$ cat src/mem_bus_pkg.sv
package mem_bus_pkg;

	// width of fetch addresses and of the memory-side line address.
	localparam int ADDR_W = 32;

	localparam int WORD_W = 32;

	// one instruction word as seen by the fetch side.
	typedef logic [WORD_W-1:0] word_t;

	localparam int LINE_WORDS = 4;

	// byte offset within a line, and the part of it that picks a word.
	localparam int OFFSET_BITS = 4;
	localparam int WORD_LSB = 2;
	localparam int WORD_SEL_BITS = OFFSET_BITS - WORD_LSB;

	// word 0 of the line occupies the low bits.
	typedef logic [LINE_WORDS*WORD_W-1:0] line_t;

endpackage

$ cat src/refill_ctrl.sv
`timescale 1ns/100ps

module refill_ctrl import mem_bus_pkg::*; (
	input logic clk,
	input logic rst,
	input logic refill_start,
	input logic [ADDR_W-1:0] refill_addr,
	output line_t refill_line,
	output logic refill_done,
	output logic mem_req,
	output logic [ADDR_W-1:0] mem_addr,
	input logic mem_ack,
	input line_t mem_line
);

	typedef enum logic [1:0] {
		S_IDLE,
		S_REQ,
		S_REL,
		S_DONE
	} state_t;

	state_t state;
	state_t state_nxt;
	logic [ADDR_W-1:0] addr_q;
	line_t line_q;

	always_ff @(posedge clk) begin
		if (rst) begin
			state <= S_IDLE;
		end else begin
			state <= state_nxt;
		end
	end

	always_comb begin
		state_nxt = state;
		case (state)
			S_IDLE: begin
				if (refill_start) begin
					state_nxt = S_REQ;
				end
			end
			S_REQ: begin
				if (mem_ack) begin
					state_nxt = S_REL;
				end
			end
			// the memory has to release ack before the next request may start.
			S_REL: begin
				if (!mem_ack) begin
					state_nxt = S_DONE;
				end
			end
			default: begin
				state_nxt = S_IDLE;
			end
		endcase
	end

	// the address is taken at start and stays put for the whole handshake.
	always_ff @(posedge clk) begin
		if (state == S_IDLE && refill_start) begin
			addr_q <= refill_addr;
		end
		if (state == S_REQ && mem_ack) begin
			line_q <= mem_line;
		end
	end

	assign mem_req = (state == S_REQ);
	assign mem_addr = addr_q;

	// the captured line is held until the next refill, the cache reads it late
	// when its output stage is stalled.
	assign refill_done = (state == S_DONE);
	assign refill_line = line_q;

endmodule

$ cat config.mk
export PLATFORM = sky130hd
export DESIGN_NAME = refill_ctrl
export DESIGN_NICKNAME = d
export VERILOG_FILES = /design/src/mem_bus_pkg.sv /design/src/refill_ctrl.sv
export SDC_FILE = /design/constraint.sdc
export NUM_CORES = 1
export LEC_CHECK = 0
export BUFFER_PORTS_ARGS = -buffer_cell sky130_fd_sc_hd__buf_2
export CELL_PAD_IN_SITES_DETAIL_PLACEMENT = 0
export CELL_PAD_IN_SITES_GLOBAL_PLACEMENT = 1
export CORE_AREA = 2 2 128 130
export DETAILED_ROUTE_END_ITERATION = 10
export DIE_AREA = 0 0 130 132
export GPL_TIMING_DRIVEN = 0
export PLACE_DENSITY_LB_ADDON = 0.05
export SLEW_MARGIN = 20
export SYNTH_ARGS = -nofsm -noshare
export SYNTH_HDL_FRONTEND = slang
export SYNTH_SLANG_ARGS = --single-unit
$ cat constraint.sdc
create_clock -name clk -period 7 [get_ports clk]
set_input_delay 2.1 -clock clk [delete_from_list [all_inputs] [get_ports clk]]
set_output_delay 2.1 -clock clk [all_outputs]
set_load 0.1 [all_outputs]
# Yosys cells after proc, flatten, opt, wreduce, memory -nomap -nowiden

Index checks and enable logic that the tools add are counted.

Reductions and logical operators: 4
Eq/ne operators: 6
Multiplexer cells: 4

Operators with widths:

| cell                                                                    | number |
|---|---|
| 2-bit 2-to-1 mux                                                        | 3 |
| 2-bit case mux with 3 select lines                                      | 1 |
| 2-bit equality test, second input constant                              | 2 |
| 2-bit inequality test, second input constant                            | 2 |
| 3-bit AND reduction                                                     | 1 |
| 2-bit by 1-bit equality test with 1-bit output, second input constant   | 1 |
| 1-bit logical AND                                                       | 2 |
| 2-bit zero test                                                         | 1 |
| 2-bit by 1-bit inequality test with 1-bit output, second input constant | 1 |

Word-level logic and storage cells: 17
Flip-flop bits (word level): 162
Output and inout bits: 162
Bits of input ports: 164

# Longest topological paths before layout

Gate-level depths: netlist of the first run.

Depth after elaboration: 3
Gate-level depth with buffers: 5
Gate-level depth less buffers: 5

# Worst setup path after synthesis of the first run

No wires, ideal clock.

Kind: input to register
Start: input port mem_ack
End: register line_q[0], in the netlist refill_line[0], enable pin
Slack: 2.882 ns
Cell stages on the path: 1
Buffers on the path: 0
Arrival: 3.686 ns
Data required time: 6.568 ns
Setup time: 0.432 ns
Cells stage by stage: and2_2

Longest elaborated chain between the ends: 1

Ends and longest elaborated chain:

| what                   | RTL line          | RTL |
|---|---|---|
| start: declaration     | refill_ctrl.sv:12 | `input logic mem_ack,` |
| 1-bit logical AND      | refill_ctrl.sv:66 | `if (state == S_REQ && mem_ack) begin` |
| end signal: assignment | refill_ctrl.sv:67 | `line_q <= mem_line;` |
| end: declaration       | refill_ctrl.sv:26 | `line_t line_q;` |

No other way between the ends.
A chain may end at the register's enable or synchronous reset.

# Worst setup path in the final report of the first run

Start: register state[1]
End: output port mem_req

Longest elaborated chain between the ends: 1

Ends and longest elaborated chain:

| what                                           | RTL line          | RTL |
|---|---|---|
| start: declaration                             | refill_ctrl.sv:23 | `state_t state;` |
| start signal: assignment                       | refill_ctrl.sv:32 | `state <= state_nxt;` |
| 2-bit by 1-bit equality test with 1-bit output | refill_ctrl.sv:71 | `assign mem_req = (state == S_REQ);` |
| end: declaration                               | refill_ctrl.sv:10 | `output logic mem_req,` |

No other way between the ends.

==> results.ini, run 1 <==
[sta]
min_period_ps = 3580
worst_slack_ps = 3420
finalSetupTns_ps = 0
rsz0062_at_grt = false
fin_crit_sh_pct = 51.1
slew_violations = 0
fmax_mhz = 280
slew_headroom_pct = 53.3
hold_viol_final = 0
tightestPinTransition_ps = 701
fin_skew_ps = 6.41
setup_viol = 0

[floorplan]
start_util_pct = 31.7
io_pins = 326
core_um2 = 15700
die_w_um = 130
rows = 46
dieArea_um2 = 17200
dieHeight_um = 132

[pwr]
ir_drop_v = 0.000205
p_leak_nw = 3.13
powerDensity_nw_per_um2 = 476

[global_routing]
grt.overflow.total = 0
grt_pass1_wl_um = 18100
antenna_found_initial = 3
track_usage_pct = 14.8
grt_max_degree = 57
grt_pass1_vias = 3134

[route]
avgRoutedWirePerCell_um = 16.7
drc = 0
wirelength_um = 12600
drt-initial-drc-count = 172
vias = 3046
via_per_inst = 4.04
firstDrtPassIters = 4
ant_nets = 0

[logic_synthesis]
syn_nets = 347
ys_types = 12
synth_area_leaders = edfxtp_1 (96%), ha_1 (1.0%), dfxtp_1 (0.80%), a221oi_2 (0.30%), inv_1 (0.30%)
yosysWarnings = 0
synth_area_per_cell_um2 = 27.8
synth_top_cell_area_share_pct = 96.5
seq_area_frac_synth_pct = 97.3
synth_cells = 179
netlist_area_um2 = 4980
ys_seq_elements = 162
yosysTopAreaCell = edfxtp_1

[clock_network]
h-tree-depth = 4
cts_hold_buf = 0
clkSlewWorstSetupHoldPaths_ps = 60
cts-root-buf = clkbuf_16
post_cts_resized = 0
cts.sinks = 162
clockBufferDepth = 2
tritoncts = built
postCtsSetupBuffers = 0
numCtsBuffers = 17
worstSkewPairLatency_ps = 410

[setup_path]
r2r-end = refill_line[14]
worst_ep_required_time_ps = 4900
worst_setup_path_end_kind = output port
arrival_ps = 1480
crit_path_start_kind = flip-flop
crit_start = state[1]
path_max_fanout = 4
critPathKind = flip-flop to output port
endpoint = mem_req
reg2reg_depth = 5
rr_startpoint = state[1]
r2r_slack_ps = 5050

[placed_design]
gp_congestion = 0.770
place_area_um2 = 6930
io_buffers = 325
place_ws_ps = 3440

[hold_path]
hp-class = flip-flop to flip-flop

[layout]
fillers = 1400
syn2layout_area_growth_pct = 49.9
layout_common_cells = buf_2 (325), edfxtp_1 (160), clkbuf_16 (17), clkinv_2 (5)
final_area_um2 = 7460
final_nets = 693
drive_above_1_share_pct = 66.9
layout_commonest_cell = buf_2

[job]
max_cap_violations = 0

[run_status]
status = complete, no violations

## flip-flops by register name, indices dropped and copies added (netlist names)
| register | flops |
|---|---|
| state | 2 |
| refill_line | 128 |
| mem_addr | 32 |
## power by group
part           total [mW]  switching [mW]  leakage, nW  internal (mW)
Clock               0.832           0.349        0.257          0.483
Combinational        1.40            1.24         1.38          0.166
Sequential           1.32          0.0364         1.49           1.28
## worst min-delay path by stage
stage / from / to / slack (ps) / cells after the start
floorplan: state[1] / state[1] / 470 / 2
detailed placement: state[1] / state[1] / 500 / 2
global placement: state[1] / state[1] / 500 / 2
global route: state[1] / state[1] / 540 / 2
CTS: state[1] / state[1] / 510 / 2
finish: state[1] / state[1] / 510 / 2
## cell families (layout without fill, tap and decap cells)
group	Yosys count	count (layout)	share of synthesized area (%)
DFF	162	162	97.3
and+or+nand+nor	6	6	0.679
adders and majority gates	4	4	1.01
buffers and inverters	4	362	0.301
AOI/OAI and AO/OA	2	2	0.528
muxes	1	1	0.201
other	0	1	0
## cells in the mapped netlist (all sizes together)
| master | count |
|---|---|
| a221oi | 1 |
| mux2i | 1 |
| nand2 | 2 |
| edfxtp | 160 |
| ha | 4 |
| and2 | 2 |
| o221a | 1 |
| nor2b | 1 |
| or2 | 1 |
| dfxtp | 2 |
| inv | 4 |
## layer usage
layer	share of wire, %	GRT usage (%)	vias to the layer above
li1	-	-	1417
met1	32	14.0	1416
met2	54	26.6	193
met3	12	7.31	18
met4	1.5	5.91	2
met5	0.10	0	-
## per-stage QoR
stage / total power [mW] / hold WS [ps] / instances / utilization, %
floorplan: 2.52 / 468 / 179 / -
global placement: 2.75 / 497 / 720 / 43.8
detailed placement: 2.76 / 501 / 722 / 44.1
CTS: 3.60 / 509 / 753 / 47.5
global route: 3.68 / 536 / 754 / 47.5
finish: 3.55 / 509 / 754 / 47.5
## final cells by class
class | instances | area (um^2) | share of cell area [%]
sequential | 162 | 4840 | 64.9
tap | 216 | 270 | 3.62
timing repair buffer | 327 | 1680 | 22.5
clock inverter | 11 | 91.3 | 1.22
multi-input combinational | 13 | 123 | 1.64
inverter | 4 | 15.0 | 0.201
clock buffer | 20 | 437 | 5.85
antenna | 1 | 2.50 | 0.0335
## worst max-delay path: stages, from the launching register on
cell and delay (ps):
dfxtp_1 340, inv_1 90, ha_1 190, buf_2 450
Note: power is estimated with default switching activity, not from simulation.
==> run 2: changes to the inputs <==
CORE_AREA = 2 2 126 128   (was 2 2 128 130)
DIE_AREA = 0 0 128 130   (was 0 0 130 132)
clock period = 3.5 ns   (was 7 ns; I/O delays follow)
==> results.ini, run 2 (synthesized netlist as in run 1, its figures left out) <==
[run_status]
status = complete, no violations

[clock_network]
postCtsSetupBuffers = 0
h-tree-depth = 4
post_cts_resized = 0
clkSlewWorstSetupHoldPaths_ps = 60
clockBufferDepth = 2
numCtsBuffers = 17
tritoncts = built
cts.sinks = 162
cts_hold_buf = 0
worstSkewPairLatency_ps = 410
cts-root-buf = clkbuf_16

[floorplan]
io_pins = 326
dieArea_um2 = 16600
dieHeight_um = 130
start_util_pct = 32.3
core_um2 = 15400
rows = 46
die_w_um = 128

[setup_path]
critPathKind = flip-flop to output port
rr_startpoint = state[1]
worst_setup_path_end_kind = output port
path_max_fanout = 4
r2r_slack_ps = 1760
path_cells = inv_1, ha_1, buf_2
worst_ep_required_time_ps = 2450
crit_path_start_kind = flip-flop
slowest_delay_ps = 450
r2r-end = refill_line[16]
reg2reg_depth = 4
crit_start = state[1]
critPathSlowestCell = buf_2
arrival_ps = 1470

[sta]
tightestPinTransition_ps = 747
setup_viol = 0
min_period_ps = 2520
fin_crit_sh_pct = 71.9
slew_headroom_pct = 50.2
slew_violations = 0
fmax_mhz = 397
finalSetupTns_ps = 0
fin_skew_ps = 5.65
rsz0062_at_grt = false
hold_viol_final = 0
hold_slack_ps = 499

[global_routing]
grt_pass1_vias = 3045
grt_max_degree = 50
grt_pass1_wl_um = 17000
track_usage_pct = 14.4
antenna_found_initial = 4
grt.overflow.total = 0

[layout]
largest_reg_flops = 128
layout_common_cells = buf_2 (325), edfxtp_1 (160), clkbuf_16 (17)
layout_commonest_cell = buf_2
final_nets = 693
final_area_um2 = 7440
drive_above_1_share_pct = 66.4
fillers = 1420
fin_util_pct = 48.2
syn2layout_area_growth_pct = 49.4

[route]
wirelength_um = 12400
firstDrtPassIters = 4
drt-initial-drc-count = 101
ant_nets = 0
vias = 3057
via_per_inst = 4.17
drc = 0
avgRoutedWirePerCell_um = 16.9

[pwr]
powerDensity_nw_per_um2 = 956
p_leak_nw = 3.13
ir_drop_v = 0.000374

[hold_path]
hp-class = flip-flop to flip-flop
hp-start = state[1]
holdPathStages = 2
hold_end = state[1]

[placed_design]
io_buffers = 325
gp_congestion = 0.708
hpwl_um = 9520
place_area_um2 = 6900

[job]
max_cap_violations = 0

==> run 2: cell types whose count changed in the layout (fill, tap and decap cells not counted), sizes merged <==
cell / delta
diode: +2
clkinv: +1
==> run 2: critical path: cells and delay by family, from the launching register on <==
kind,cells,cell delay [ps]
buf+inv,2,530
flops,1,340
fa+ha+maj,1,180
==> run 2: per-layer routing <==
layer	GRT usage [%]	wire length [um]	vias to the layer above
met3	7.71	1510	21
met4	7.50	255	4
li1	-	-	1414
met1	13.9	4100	1423
met5	0	25	-
met2	24.8	6480	195
==> run 2: how the worst max path moves through the flow <==
stage                      endpoint  cells past startpoint
global route                mem_req                      3
global placement    refill_line[41]                      2
floorplan            refill_line[0]                      3
detailed placement  refill_line[42]                      3
finish                      mem_req                      3
CTS                         mem_req                      3
==> run 2: power by group <==
| group | internal, mW | switching (mW) |
|---|---|---|
| Sequential | 2.57 | 0.0712 |
| Clock | 0.965 | 0.703 |
| Combinational | 0.331 | 2.47 |
| Total | 3.87 | 3.25 |
==> run 2: final cells by class <==
class	instances	area, um^2	share of cell area, %
flip-flops and latches	162	4840	65.1
diodes	3	7.51	0.101
clock buffers	20	437	5.87
clock inverters	12	92.6	1.24
multi-input cells	13	123	1.65
repair buffers	327	1680	22.6
well taps	192	240	3.23
inverters	4	15.0	0.202
==> run 2: per-stage QoR <==
step                      total power [mW]  instances  setup WS (ps)
after floorplan                       5.03        179            119
after global placement                5.48        696           -323
after detailed placement              5.51        698           1160
after CTS                             7.19        730            943
after global routing                  7.34        731            872
final                                 7.11        733            983
==> run 3: changes to the inputs <==
clock period = 2.5 ns   (was 3.5 ns; I/O delays follow)
==> results.ini, run 3 (synthesized netlist as in run 1, its figures left out) <==
[pwr]
p_total_mw = 10.3
p_leak_nw = 3.15
powerDensity_nw_per_um2 = 1370
ir_drop_v = 0.000615

[route]
via_per_inst = 4.17
avgRoutedWirePerCell_um = 17.3
wirelength_um = 12700
drt-initial-drc-count = 160
ant_nets = 0
drc = 0
firstDrtPassIters = 4
vias = 3055

[sta]
fmax_mhz = 449
tightestPinTransition_ps = 704
min_period_ps = 2230
fin_skew_ps = 8.58
slew_headroom_pct = 53.0
slew_violations = 0
fin_crit_sh_pct = 89.1
setup_viol = 0
hold_viol_final = 0
finalSetupTns_ps = 0
rsz0062_at_grt = false

[clock_network]
worstSkewPairLatency_ps = 410
tritoncts = built
h-tree-depth = 4
numCtsBuffers = 17
clkSlewWorstSetupHoldPaths_ps = 60
cts_hold_buf = 0
clockBufferDepth = 2
cts-root-buf = clkbuf_16
post_cts_resized = 0
cts.sinks = 162
postCtsSetupBuffers = 0

[placed_design]
gp_congestion = 0.736
place_area_um2 = 6890
placed_cells = 698
hpwl_um = 9760
io_buffers = 325

[setup_path]
worst_ep_required_time_ps = 1750
endpoint = mem_req
rr_startpoint = state[1]
crit_path_start_kind = flip-flop
r2r_slack_ps = 390
crit_start = state[1]
critPathKind = flip-flop to output port
arrival_ps = 1480
r2r-end = refill_line[60]
worst_setup_path_end_kind = output port
reg2reg_depth = 5
path_max_fanout = 4

[global_routing]
grt_max_degree = 48
antenna_found_initial = 2
grt_pass1_wl_um = 17500
grt.overflow.total = 0
track_usage_pct = 14.8
grt_pass1_vias = 3107

[floorplan]
die_w_um = 128
start_util_pct = 32.3
dieArea_um2 = 16600
core_um2 = 15400
rows = 46
io_pins = 326
dieHeight_um = 130

[run_status]
status = complete, no violations

[layout]
layout_common_cells = buf_2 (325), edfxtp_1 (160), clkbuf_16 (17), clkinv_1 (5)
register_area_um2 = 4840
multi_input_area_um2 = 125
largest_reg_flops = 128
drive_above_1_share_pct = 66.5
syn2layout_area_growth_pct = 50.6
layout_commonest_cell = buf_2
final_nets = 693
final_cell_count_no_fill = 733
final_area_um2 = 7500
fillers = 1379

[hold_path]
hp-start = refill_addr[26]
hp-class = input pin to flip-flop

[job]
max_cap_violations = 0

run 3: changes by cell type in the layout (fill, tap and decap cells not counted):
| cell | change |
|---|---|
| ha_2 | +1 |
| buf_16 | -2 |
| inv_6 | +1 |
| ha_1 | -1 |
| clkinvlp_4 | -1 |
| clkinv_1 | +1 |
| clkbuf_1 | -1 |
| buf_12 | +2 |
| clkinv_2 | -1 |
| bufinv_16 | +3 |
| clkinv_4 | -2 |
run 3: layout make-up:
cell class,instances,share of cell area [%]
clock inverters,13,2.20
diodes,3,0.100
repair buffers,327,22.2
multi-input cells,13,1.67
inverters,4,0.200
clock buffers,19,5.77
flip-flops and latches,162,64.6
well taps,192,3.20
run 3: worst min path at each step:
stage | end | slack [ps] | cells after the start
floorplan | state[1] | 470 | 2
global placement | state[1] | 490 | 2
detailed placement | state[1] | 510 | 2
CTS | mem_addr[18] | 480 | 1
global route | mem_addr[9] | 480 | 1
finish | mem_addr[26] | 510 | 1
run 3: per-layer routing:
| layer | global-route usage (%) | share of wire [%] | vias up | wire length, um |
|---|---|---|---|---|
| met5 | 0 | 0 | - | 0 |
| met1 | 14.6 | 35 | 1434 | 4440 |
| met2 | 26.0 | 53 | 195 | 6700 |
| met4 | 6.66 | 1.5 | 0 | 184 |
| met3 | 7.67 | 11 | 13 | 1360 |
| li1 | - | - | 1413 | - |
run 3: critical path, stage by stage, from the launching register on:
cell and delay (ps):
dfxtp_1 340, inv_1 90, ha_2 190, buf_2 430
run 3: power by group:
part | switching, mW | internal, mW | total (mW)
Combinational | 3.46 | 0.451 | 3.91
Clock | 0.996 | 1.65 | 2.65
Sequential | 0.102 | 3.60 | 3.70
Total | 4.56 | 5.70 | 10.3
run 3: stage by stage:
step                util (%)  setup slack (ps)  hold WS (ps)
detailed placement      44.7              81.9           506
finish                  48.6               274           506
global placement        44.4              -101           494
global route            48.6               197           478
floorplan                  -               109           468
CTS                     48.6               260           484
